$ cat src/hdl/sramPkg.sv
/*
 Shared widths and payload types for the two-client SRAM controller.
 Sized for an 8-bit asynchronous SRAM with 19 address bits.
 FIFO_DEPTH must be a power of two, because the FIFO pointers wrap naturally.
 PORT_LAT must be at least 2 so that the arbiter's client delay line has two or more stages.
*/
`default_nettype none

package sramPkg;

	// ------------------------------
	// Sizes
	// ------------------------------
	localparam int ADDR_W      = 19;
	localparam int DQ_W        = 8;
	localparam int NUM_CLIENTS = 2;
	localparam int CLIENT_W    = 1;
	localparam int FIFO_DEPTH  = 4;

	// Derived FIFO widths
	localparam int FIFO_PTR_W  = $clog2(FIFO_DEPTH);
	localparam int FIFO_CNT_W  = $clog2(FIFO_DEPTH + 1);

	// Edges from command strobe to read-valid in the port unit
	localparam int PORT_LAT    = 2;

	// ------------------------------
	// Payload types
	// ------------------------------
	// Client command, also the FIFO payload
	typedef struct packed {
		logic              write;   // 1 write, 0 read
		logic [ADDR_W-1:0] addr;
		logic [DQ_W-1:0]   data;    // Ignored on reads
	} sramCmd_t;

	// Chip pins, strobes active low
	typedef struct packed {
		logic [ADDR_W-1:0] addr;
		logic [DQ_W-1:0]   dq;
		logic              ceN;
		logic              oeN;
		logic              weN;
	} sramPins_t;

	// Read return, tagged with the requesting client
	typedef struct packed {
		logic [CLIENT_W-1:0] client;
		logic [DQ_W-1:0]     data;
	} sramRead_t;

endpackage

`default_nettype wire

$ cat src/hdl/sramPortUnit.sv
/*
 Pin driver for an asynchronous SRAM at 50 MHz or below.
 Address, data and strobes are registered, so the chip sees a full clock of setup.
 DQ is split into dq out and dqIn, and the tri-state is resolved outside.
 A strobe taken at edge M drives the pins in the following cycle.
 For a read, dqIn is captured at M+1 and rdValid is high in the cycle after that.
 LB and UB are not driven. An 8-bit part has them tied low on the board.
*/
`default_nettype none

module sramPortUnit (
	input  logic                      iCLK,
	input  logic                      iRST,
	input  logic                      cmdValid,
	input  sramPkg::sramCmd_t         cmd,
	output sramPkg::sramPins_t        pins,
	input  logic [sramPkg::DQ_W-1:0]  dqIn,
	output logic [sramPkg::DQ_W-1:0]  rdData,
	output logic                      rdValid
);

	import sramPkg::*;

	logic readCycle;

	// ------------------------------
	// Pin register
	// ------------------------------
	// Chip truth table
	//   CE high      deselected
	//   CE, OE low   read, chip drives DQ
	//   CE, WE low   write, chip takes DQ
	always_ff @(posedge iCLK)
	begin
		// Address and data follow cmd every cycle
		pins.addr <= cmd.addr;
		pins.dq   <= cmd.data;

		if (iRST)
		begin
			pins.ceN <= 1'b1;
			pins.oeN <= 1'b1;
			pins.weN <= 1'b1;
		end
		else if (cmdValid)
		begin
			pins.ceN <= 1'b0;
			pins.oeN <= cmd.write;
			pins.weN <= !cmd.write;
		end
		else
		begin
			// Idle, chip deselected with all strobes high
			pins.ceN <= 1'b1;
			pins.oeN <= 1'b1;
			pins.weN <= 1'b1;
		end
	end

	// ------------------------------
	// Read capture
	// ------------------------------
	assign readCycle = !pins.ceN && !pins.oeN;

	// Data held between reads
	always_ff @(posedge iCLK)
	begin
		if (readCycle)
			rdData <= dqIn;
	end

	always_ff @(posedge iCLK)
	begin
		if (iRST)
			rdValid <= 1'b0;
		else
			rdValid <= readCycle;
	end

	// Selected chip is either reading or writing
	assert property (@(posedge iCLK) disable iff (iRST)
		!pins.ceN |-> (pins.oeN ^ pins.weN))
		else $error("sramPortUnit: CE low without exactly one of OE, WE");

	// Read strobe returns data exactly PORT_LAT edges later
	assert property (@(posedge iCLK) disable iff (iRST)
		(cmdValid && !cmd.write) |-> ##PORT_LAT rdValid)
		else $error("sramPortUnit: read without rdValid at fixed latency");

endmodule

`default_nettype wire

$ cat config.mk
export PLATFORM = sky130hd
export DESIGN_NAME = sramPortUnit
export DESIGN_NICKNAME = d
export VERILOG_FILES = /design/src/hdl/sramPkg.sv /design/src/hdl/sramPortUnit.sv
export SDC_FILE = /design/constraint.sdc
export NUM_CORES = 1
export LEC_CHECK = 0
export BUFFER_PORTS_ARGS = -buffer_cell sky130_fd_sc_hd__buf_2
export CAP_MARGIN = 20
export CORE_MARGIN = 4
export CORE_UTILIZATION = 38
export DETAILED_ROUTE_END_ITERATION = 16
export GPL_TIMING_DRIVEN = 0
export PLACE_DENSITY = 0.81
export RECOVER_POWER = 25
export REMOVE_ABC_BUFFERS = 1
export SYNTH_ARGS = -nofsm -noshare
export SYNTH_HDL_FRONTEND = slang
export SYNTH_SLANG_ARGS = --single-unit
$ cat constraint.sdc
create_clock -name iCLK -period 1.77 [get_ports iCLK]
set_clock_uncertainty 0.15 [all_clocks]
set_input_delay 0.354 -clock iCLK [delete_from_list [all_inputs] [get_ports iCLK]]
set_output_delay 0.354 -clock iCLK [all_outputs]
set_load 0.005 [all_outputs]
# Word-level counts from Yosys, hierarchy flattened
# Cells that the tools add are included.
[classes] n_lt_le_gt_ge=0 n_reduce_logical=5 mul=0 n_shift=0 addsub=0 bitwise_logic=1 eq_ne=0 n_div=0 n_mux=1
[ops] cell="$logic_not 1->1" n=3
[ops] cell="$mux 3" n=1
[ops] cell="$reduce_or 2->1" n=1
[ops] cell="$logic_and 1x1->1" n=1
[ops] cell="$not 1->1" n=1
[totals] memories=0 ramBits=0 ff_bits=39 latchBits=0 in_bits=39 romBits=0

# Logic depth before layout (Yosys ltp)
[logic_depth] depth_word=2 ltp_mapped=1

# Worst setup path before layout
# OpenSTA, ideal clock, no wires.
[synth_timing] path_type="register to register" start="register pins[1] (netlist name)" end="register rdData[0] (netlist name) (enable)" t_arrival_ns=0.702 path_stages_with_launch=2 period_less_slack_ns=1.222 setup_slack_ns=0.548 path_cell_list="dfxtp_1 nor2_1"
[synth_between] elab_chain_len=2
[synth_rtl] element="start: declaration" line_no="sramPortUnit.sv:16" rtl="output sramPkg::sramPins_t pins,"
[synth_rtl] element="$logic_not 1->1" line_no="sramPortUnit.sv:63" rtl="assign readCycle = !pins.ceN && !pins.oeN;"
[synth_rtl] element="$logic_and 1x1->1" line_no="sramPortUnit.sv:63"
[synth_rtl] element="net readCycle" line_no="sramPortUnit.sv:24" rtl="logic readCycle;"
[synth_rtl] element="end signal: assignment" line_no="sramPortUnit.sv:69" rtl="rdData <= dqIn;"
[synth_rtl] element="end: declaration" line_no="sramPortUnit.sv:18" rtl="output logic [sramPkg::DQ_W-1:0] rdData,"
# The timed path passes the listed nets, and every way through them passes these cells.
# A chain may end at the register's enable or synchronous reset.

# Worst setup path after layout
[layout_timing] start="register pins[1] (netlist name)" end="register rdData[2] (netlist name) (enable)"
# The elaborated chain is that of the path after synthesis.

==> impl_metrics.py <==
metrics = {
    "run_status": {
        "outcome": "finished, final reports clean",
    },
    "placed_design": {
        "portBuffers": 77,
        "dpl.hpwl_um": 1580,
        "dp_cells": 149,
        "pre_cts_slack_ns": 0.447,
        "place_congestion": 0.704,
    },
    "yosys": {
        "avgSynthCellArea_sq_um": 20.3,
        "netlist_area_sq_um": 892,
        "synth_cells": 44,
        "ys_warn_count": 0,
        "yosysSeqAreaShare": 0.965,
        "ys_ff_latch": 39,
        "ys_types": 7,
    },
    "power": {
        "switching_share": 0.199,
        "vdd_ir_drop_max_uv": 887,
        "clockPowerShare": 0.310,
        "p_int_mw": 1.27,
        "seqPwrFrac": 0.603,
        "pwr-share-comb": 0.088,
        "powerDensity_nw_per_um2": 962,
        "power_switching_mw": 0.316,
        "p_leak_nw": 0.791,
    },
    "hold_path": {
        "min_to": "rdData[1]",
        "hold_path_class": "primary input to register",
        "min_path_cells": 1,
        "hold_start": "dqIn[1]",
    },
    "critical_path": {
        "crit_family": "simple AND/OR/NAND/NOR gates",
        "path_max_fanout": 8,
        "rr_endpoint": "rdData[2]",
        "path_buf_inv": 0,
        "cp-start-kind": "register",
        "rr_startpoint": "pins[1]",
        "cp.required_ns": 1.58,
        "critical_path_class": "register to register",
        "reg2reg_slack_ns": 0.43,
        "endpoint_kind": "register",
        "slowest_delay_ns": 0.49,
        "cp_slowest_cell": "nor2_1",
        "path_cells": "nor2_1",
        "ff2ff_path_depth": 1,
        "cp.arrival_ns": 1.15,
    },
    "floorplan": {
        "core_area_sq_um": 2230,
        "num_io_pins": 78,
        "die_width_um": 56.5,
        "rows": 17,
        "start_util": 0.399,
        "fp.dieArea_sq_um": 3190,
        "die_height_um": 56.5,
    },
    "clock_tree": {
        "cts_tree": "built",
        "root_buffer": "clkbuf_4",
        "htreeDepth": 2,
        "path_clk_slew_ns": 0.11,
        "cts_setup_buffers": 0,
        "numCtsBuffers": 5,
        "clkSinkCount": 39,
        "clkLatencyLatePin_ns": 0.32,
        "clock_path_buffers": 2,
    },
    "finish": {
        "drive_above_1_share": 0.532,
        "final_util": 0.739,
        "seqCellArea_sq_um": 861,
        "final_nets": 194,
        "multi_input_area_sq_um": 31.3,
        "antenna_cells": 0,
        "final_cell_mix": "buf_2 (76), dfxtp_1 (31), dlygate4sd3_1 (27)",
        "final_common_cell": "buf_2",
        "fillers": 150,
        "area_growth_pct": 85.0,
        "stdcell_count": 184,
    },
    "detailed_routing": {
        "routed_wl_um": 2830,
        "vias_per_cell": 4.24,
        "ant_nets": 0,
        "dr.pass1.iters": 4,
        "drtIter0Drc": 11,
        "post_drt_wl_per_cell_um": 15.4,
        "vias": 780,
        "drc_errors": 0,
    },
    "sta": {
        "worst_slack_ns": 0.430,
        "hold_viol_final": 0,
        "finalSetupViolCount": 0,
        "final-max-slew-violation-count": 0,
        "worstMarginPinSlew_ns": 0.615,
        "fin_setup_tns_ns": 0,
        "min_period_ns": 1.34,
        "period_share": 0.757,
        "rsz0062_at_grt": "no",
        "relSlewSlack": 0.588,
        "whs_ns": 0.0541,
        "max_freq_ghz": 0.746,
    },
    "global_routing": {
        "grtUsageTotal": 0.189,
        "overflow": 0,
        "grt_max_degree": 12,
        "antenna_found_initial": 0,
        "grt_pass1_wl_um": 4370,
        "grt_pass1_vias": 906,
    },
    "flow_run": {
        "drv_cap": 0,
    },
}
[how the worst max path moves through the flow]
stage                    from   endpoint  slack, ns  depth (start not counted)
floorplan             pins[1]  rdData[0]       0.55                          1
global route          pins[1]  rdData[1]       0.36                          1
finish                pins[1]  rdData[2]       0.43                          1
CTS                 rdData[7]  rdData[7]       0.42                          1
detailed placement    pins[1]  rdData[1]       0.45                          1
global placement      pins[1]  rdData[4]       0.48                          1
[final cells by class]
type / instances / area share
clock buffers: 8 / 0.0417
multi-input cells: 5 / 0.0190
flip-flops and latches: 39 / 0.522
well taps: 28 / 0.0212
repair buffers: 104 / 0.397
[through the flow]
step / area (sq um) / total power, mW
3_3_place_gp: 1310 / 1.06
4_1_cts: 1650 / 1.58
6_report: 1650 / 1.59
2_1_floorplan: 892 / 0.983
3_5_place_dp: 1310 / 1.06
5_1_grt: 1650 / 1.65
[synth_stat cells, drive strengths merged]
| cell type | number | share of area |
|---|---|---|
| dfxtp | 31 | 0.70 |
| edfxtp | 8 | 0.27 |
| nand2b | 1 | 0.0070 |
| nand3b | 1 | 0.0084 |
| nor2 | 1 | 0.0042 |
| nor3 | 1 | 0.0056 |
| or3b | 1 | 0.0098 |
[power by group through the flow]
stage          clock, mW  sequential, mW  combinational [mW]
2_1_floorplan          0           0.980             0.00324
3_3_place_gp           0           0.972              0.0856
3_5_place_dp           0           0.974              0.0885
4_1_cts            0.498           0.954               0.134
5_1_grt            0.534           0.960               0.152
6_report           0.491           0.957               0.140
[state kept, by name, summed over array words and instances (netlist names)]
name and count:
pins 30, rdData 8, rdValid 1
[metal layers]
| layer | GRT usage | vias to the layer above | wire (um) |
|---|---|---|---|
| met5 | 0 | - | 0 |
| met4 | 0.102 | 0 | 106 |
| met3 | 0.110 | 10 | 403 |
| met2 | 0.304 | 65 | 1280 |
| met1 | 0.191 | 339 | 1050 |
| li1 | - | 366 | - |
[cells by family after synthesis]
kind of cell | after synthesis | share of synthesized area
AND/OR/NAND/NOR | 5 | 0.0351
flip-flops | 39 | 0.965
[what timing repair did]
| action | in CTS | in global routing |
|---|---|---|
| endpoints found under the hold margin | 27 | 0 |
| gates resized for setup | 0 | 0 |
| hold buffers | 27 | 0 |
Power figures use the tool's default switching activity.
