[src/hdl/sramPkg.sv]
/*
 Shared widths and payload types for the two-client SRAM controller.
 Sized for an 8-bit asynchronous SRAM with 19 address bits.
 FIFO_DEPTH must be a power of two, because the FIFO pointers wrap naturally.
 PORT_LAT must be at least 2 so that the arbiter's client delay line has two or more stages.
*/
`default_nettype none

package sramPkg;

	// ------------------------------
	// Sizes
	// ------------------------------
	localparam int ADDR_W      = 19;
	localparam int DQ_W        = 8;
	localparam int NUM_CLIENTS = 2;
	localparam int CLIENT_W    = 1;
	localparam int FIFO_DEPTH  = 4;

	// Derived FIFO widths
	localparam int FIFO_PTR_W  = $clog2(FIFO_DEPTH);
	localparam int FIFO_CNT_W  = $clog2(FIFO_DEPTH + 1);

	// Edges from command strobe to read-valid in the port unit
	localparam int PORT_LAT    = 2;

	// ------------------------------
	// Payload types
	// ------------------------------
	// Client command, also the FIFO payload
	typedef struct packed {
		logic              write;   // 1 write, 0 read
		logic [ADDR_W-1:0] addr;
		logic [DQ_W-1:0]   data;    // Ignored on reads
	} sramCmd_t;

	// Chip pins, strobes active low
	typedef struct packed {
		logic [ADDR_W-1:0] addr;
		logic [DQ_W-1:0]   dq;
		logic              ceN;
		logic              oeN;
		logic              weN;
	} sramPins_t;

	// Read return, tagged with the requesting client
	typedef struct packed {
		logic [CLIENT_W-1:0] client;
		logic [DQ_W-1:0]     data;
	} sramRead_t;

endpackage

`default_nettype wire

[src/hdl/sramCmdFifo.sv]
/*
 Show-ahead synchronous FIFO for one client's commands.
 The head is on dout combinationally whenever empty is low.
 Depth comes from FIFO_DEPTH, which must be a power of two.
 A push while full or a pop while empty is a protocol error.
 Both are flagged by assertions and ignored by the logic.
*/
`default_nettype none

module sramCmdFifo #(
	parameter type payload_t = sramPkg::sramCmd_t
) (
	input  logic     iCLK,
	input  logic     iRST,
	input  logic     push,
	input  payload_t din,
	input  logic     pop,
	output payload_t dout,
	output logic     empty,
	output logic     full
);

	import sramPkg::*;

	// ------------------------------
	// Storage and pointers
	// ------------------------------
	payload_t               mem [FIFO_DEPTH];
	logic [FIFO_PTR_W-1:0]  wrPtr;
	logic [FIFO_PTR_W-1:0]  rdPtr;
	logic [FIFO_CNT_W-1:0]  count;
	logic                   doPush;
	logic                   doPop;

	// Illegal requests are dropped
	assign doPush = push && !full;
	assign doPop  = pop && !empty;

	// Entry array, no reset
	always_ff @(posedge iCLK)
	begin
		if (doPush)
			mem[wrPtr] <= din;
	end

	// Pointers wrap at the power-of-two depth
	always_ff @(posedge iCLK)
	begin
		if (iRST)
		begin
			wrPtr <= '0;
			rdPtr <= '0;
			count <= '0;
		end
		else
		begin
			if (doPush)
				wrPtr <= wrPtr + 1'b1;
			if (doPop)
				rdPtr <= rdPtr + 1'b1;
			case ({doPush, doPop})
				2'b10:   count <= count + 1'b1;
				2'b01:   count <= count - 1'b1;
				default: count <= count;   // both or neither
			endcase
		end
	end

	// ------------------------------
	// Status and head
	// ------------------------------
	assign empty = (count == '0);
	assign full  = (count == FIFO_CNT_W'(FIFO_DEPTH));
	assign dout  = mem[rdPtr];

	// Client must honor reqFull
	assert property (@(posedge iCLK) disable iff (iRST) !(push && full))
		else $error("sramCmdFifo: push while full");

	// Arbiter must only pop a non-empty FIFO
	assert property (@(posedge iCLK) disable iff (iRST) !(pop && empty))
		else $error("sramCmdFifo: pop while empty");

endmodule

`default_nettype wire

[config.mk]
export PLATFORM = sky130hd
export DESIGN_NAME = sramCmdFifo
export DESIGN_NICKNAME = d
export VERILOG_FILES = /design/src/hdl/sramPkg.sv /design/src/hdl/sramCmdFifo.sv
export SDC_FILE = /design/constraint.sdc
export NUM_CORES = 1
export LEC_CHECK = 0
export ABC_AREA = 1
export CORE_MARGIN = 3
export CORE_UTILIZATION = 50
export DETAILED_ROUTE_END_ITERATION = 16
export DONT_BUFFER_PORTS = 1
export PLACE_DENSITY_LB_ADDON = 0.15
export SYNTH_ARGS = -nofsm -noshare
export SYNTH_HDL_FRONTEND = slang
export SYNTH_SLANG_ARGS = --single-unit
[constraint.sdc]
create_clock -name iCLK -period 2.35 [get_ports iCLK]
set_input_delay 0.47 -clock iCLK [delete_from_list [all_inputs] [get_ports iCLK]]
set_output_delay 0.47 -clock iCLK [all_outputs]
set_load 0.05 [all_outputs]
# Word level (Yosys, flattened, before mapping)
# Memories as Yosys holds them, arrays and structs flattened. A register that Yosys moved wholly into a read port is not among the register bits.
# Cells that the tools add are included.
[classes]
n_mux = 5
eq_ne = 3
addsub = 4
n_reduce_logical = 6
[ops]
columns = ["cell", "count"]
rows = [
  ["$pmux W3 S2", 1],
  ["$add A2 B1 Y2 const B", 2],
  ["$mux W2", 2],
  ["$add A3 B1 Y3 const B", 1],
  ["$eq A3 B3 Y1 const B", 1],
  ["$logic_not A3 Y1", 1],
  ["$sub A3 B1 Y3 const B", 1],
  ["$eq A2 B1 Y1 const B", 1],
  ["$eq A2 B2 Y1 const B", 1],
  ["$logic_and A1 B1 Y1", 2],
  ["$logic_not A1 Y1", 2],
  ["$mux W1", 2],
  ["$reduce_bool A2 Y1", 1],
]
[totals]
output_inout_bits = 30
reg_bits = 7
ram_bits = 112
memories = 1
inputBits = 32
[memory_table]
columns = ["name", "words", "width", "read_ports", "rd_clocked_by_memory_dff", "wr", "line", "text"]
rows = [
  ["mem", 4, 28, 1, 1, 1, "sramCmdFifo.sv:28", "payload_t mem [FIFO_DEPTH];"],
]

# Logic depth before layout (Yosys ltp)
[depth]
ltp_word = 5
mapped_depth = 13

# Least setup slack after synthesis
# No wires, ideal clock.
[synth_path]
path_kind = "flip-flop to flip-flop"
from = "reg count[1]"
to = "mem mem[0][0] in the netlist's numbering (enable)"
path_stages_with_launch = 5
setup_ns = 0.413
synth_period_minus_slack_ns = 2.240
arrival_time_ns = 1.827
required_time_ns = 1.937
path_buffers = 0
path_slack_ns = 0.110
cell_sequence = "dfxtp_1 -> nor2_1 -> nand2_1 -> nand2_1 -> nor2_1"
[synth_between]
elab_chain_len = 5
[synth_rtl]
columns = ["item", "line", "text"]
rows = [
  ["start: declaration", "sramCmdFifo.sv:31", "logic [FIFO_CNT_W-1:0] count;"],
  ["start signal: assignment", "sramCmdFifo.sv:62", "2'b10: count <= count + 1'b1;"],
  ["start signal: assignment", "sramCmdFifo.sv:63", "2'b01: count <= count - 1'b1;"],
  ["start signal: assignment", "sramCmdFifo.sv:64", "default: count <= count;"],
  ["$eq A3 B3 Y1", "sramCmdFifo.sv:73", "assign full = (count == FIFO_CNT_W'(FIFO_DEPTH));"],
  ["$logic_not A1 Y1", "sramCmdFifo.sv:36", "assign doPush = push && !full;"],
  ["$logic_and A1 B1 Y1", "sramCmdFifo.sv:36", ""],
  ["$mux W1", "sramCmdFifo.sv:42", "if (doPush)"],
  ["$mux W1 (implied by the code)", "sramCmdFifo.sv:43", "mem[wrPtr] <= din;"],
  ["end: declaration", "sramCmdFifo.sv:28", ""],
]
# No other way between the ends.

==> flow_summary.ini <==
[grt]
grt_pass1_wl_mm = 13.18
antenna_found_initial = 0
grt_pass1_vias = 2649
grt_max_degree = 35
overflow = 0
grtUsageTotal_pct = 17.51

[die]
io_pins = 62
start_util_pct = 52.40
die_area_um2 = 10470
die_y_um = 102.3
die_x_um = 102.3
rows = 34
core_um2 = 8848

[power_and_ir_drop]
cellLeakagePower_nw = 2.036
power_density_nw_per_um2 = 1303
total_power_mw = 7.367
ir_drop_v = 0.0007271

[timing]
slew_headroom_pct = 70.62
hold_viol = 0
slew_violations = 0
worst_slew_pin_slew_ps = 440.8
fin_setup_tns_ps = 0
setup-violations-final = 0
rsz0062_at_grt = no
period_share_pct = 95.11
fmax_mhz = 447.4
fin_skew_ps = 9.890
period_minus_slack_ps = 2235

[worst_setup_path]
cp-end-kind = output pin
path_cells = buf_6 > o21ai_0 > o22ai_1 > buf_4
crit_arrival_ps = 1770
cp_max_fo = 34
cpPeakStageDelay_ps = 370
path_class = reg -> out
crit_required_ps = 1880
cp_slowest_cell = dfxtp_2
crit_path_start_kind = flop

[synth]
ys_top_cells_by_count = edfxtp_1, nor2_1, o21ai_0
syn_inst = 341
synthXorXnorAreaFrac_pct = 0
netlist_area_um2 = 4637
yosysMostFrequentCell = edfxtp_1
synth_top_area_share_pct = 72.53
synthSimpleGateAreaFrac_pct = 7.097
synth_area_leader_cell = edfxtp_1
synth_compound_area_share_pct = 10.58
synthMuxAreaShare_pct = 0
synth-seq-cells = 121
synth_fa_ha_area_share_pct = 1.781
netlist_top_cells_area = edfxtp_1, nor2_1, o21ai_0
synth_top_family_by_area = compound AO/OA/AOI/OAI gates
dominantRegCellSynth = edfxtp_1
synth_cell_types = 18
async_flop_share_pct = 0
syn-mean-instance-area_um2 = 13.60
ys_seq_area_share_pct = 76.42
synth_edf_count = 112
synth_warnings = 0
syn_nets = 379

[routing]
ant_nets = 0
routedWlPerCell_um = 16.91
drt-total-wl_mm = 8.538
vias_per_cell = 5.483
drc = 0
drt_iter0_drc = 94
dr.pass1.iters = 4
vias = 2769

[layout]
area_growth_pct = 21.88
layout.nets = 422
instances_no_fill = 505
nFillCells = 667
finalInstanceArea_um2 = 5652
drive_above_1_share_pct = 19.65
n_antenna_cell = 0

[clock_network]
path_clk_slew_ps = 60
insertion_delay_ps = 510
clock_path_buffers = 2
cts_setup_buffers = 0
htreeDepth = 4
cts_made_buffers = 17
cts-root-buf = clkbuf_8
cts_tree = built
cts.sinks = 121

[placement]
dp.cells = 472
port_buffers = 0
hpwl_mm = 4.860
place_congestion = 0.7543
place_area_um2 = 5025

[min_path]
hp-class = in -> reg

[flow_run]
max-cap-violations = 0

[status]
status = finished clean
## sequential cells by signal, indices dropped and copies added (netlist names), named ones only
| register | flops |
|---|---|
| count | 3 |
| mem | 112 |
| rdPtr | 2 |
| wrPtr | 2 |
## worst max-delay path, delay by kind of cell, from the launching register on
kind	cells	cell delay [ps]
flip-flops	1	370
buffers and inverters	2	500
AO/OA/AOI/OAI	2	380
## final timing paths
path                 start       end  slack (ps)  depth (start not counted)
setup / recovery      flop  dout[27]         110                          4
setup reg to reg  count[1]  count[2]         590                         13
hold / removal        iRST  rdPtr[1]          30                          1
hold reg to reg   rdPtr[1]  rdPtr[1]         500                          2
## per-layer routing
metal / track usage [%] / wire, um / share of wire, % / vias to the layer above
met3: 6.416 / 507 / 5.9 / 19
met1: 20.97 / 3547 / 42 / 1342
met5: 0 / 0 / 0 / -
met4: 8.174 / 154 / 1.8 / 0
met2: 28.34 / 4329 / 51 / 78
li1: - / - / - / 1330
## timing repair
item                       in CTS  in global routing
setup endpoints to repair      28                 11
gates resized for setup         3                  4
hold buffers                    1                  0
cloned                          0                  0
hold endpoints to repair        2                  0
pin swaps                       0                  0
## cell families (layout without fill, tap and decap cells)
family,Yosys count,count (layout)
flops,121,121
compound gates,91,91
simple gates,86,86
buf+inv,37,93
fa+ha+maj,6,6
## cells in the final DEF, fill, tap and decap left out
cell type and count:
o22ai_1 28, edfxtp_1 112, buf_12 4, nand3_1 5
clkbuf_8 5, buf_4 35, nor2_1 62, inv_1 18
ha_1 5, clkbuf_16 19, nand2_1 15, o21ai_0 43
dlygate4sd3_1 1, o21ai_1 15, clkinv_2 1, a21oi_1 5
clkinv_4 2, buf_6 1, dfxtp_2 1, nor2_4 4
clkbuf_1 1, inv_4 6, fa_1 1, dfxtp_1 8
## layout make-up
cell class                      count  area [um^2]  area share [%]
Timing Repair Buffer               41        364.1           6.442
Inverter                           20        80.08           1.417
Clock inverter                      7        47.55          0.8413
Sequential cell                   121         3545           62.72
Tap cell                          108        135.1           2.391
Clock buffer                       25        548.0           9.697
Multi-Input combinational cell    183        932.1           16.49
## stage by stage
stage               util [%]  setup slack [ps]  hold WS (ps)
floorplan                  -             109.8         458.7
global placement       56.79             211.9         478.1
detailed placement     56.79             185.7         487.7
CTS                    63.72             1.757         4.310
global route           63.87             3.169         15.36
finish                 63.87             114.8         30.08
## power breakdown
part	switching, mW	internal, mW	leakage (nW)	total, mW
clock network	0.883	1.60	0.301	2.48
registers	0.0648	2.57	1.10	2.64
logic	1.62	0.623	0.633	2.25
Note: power is estimated with default switching activity, not from simulation.
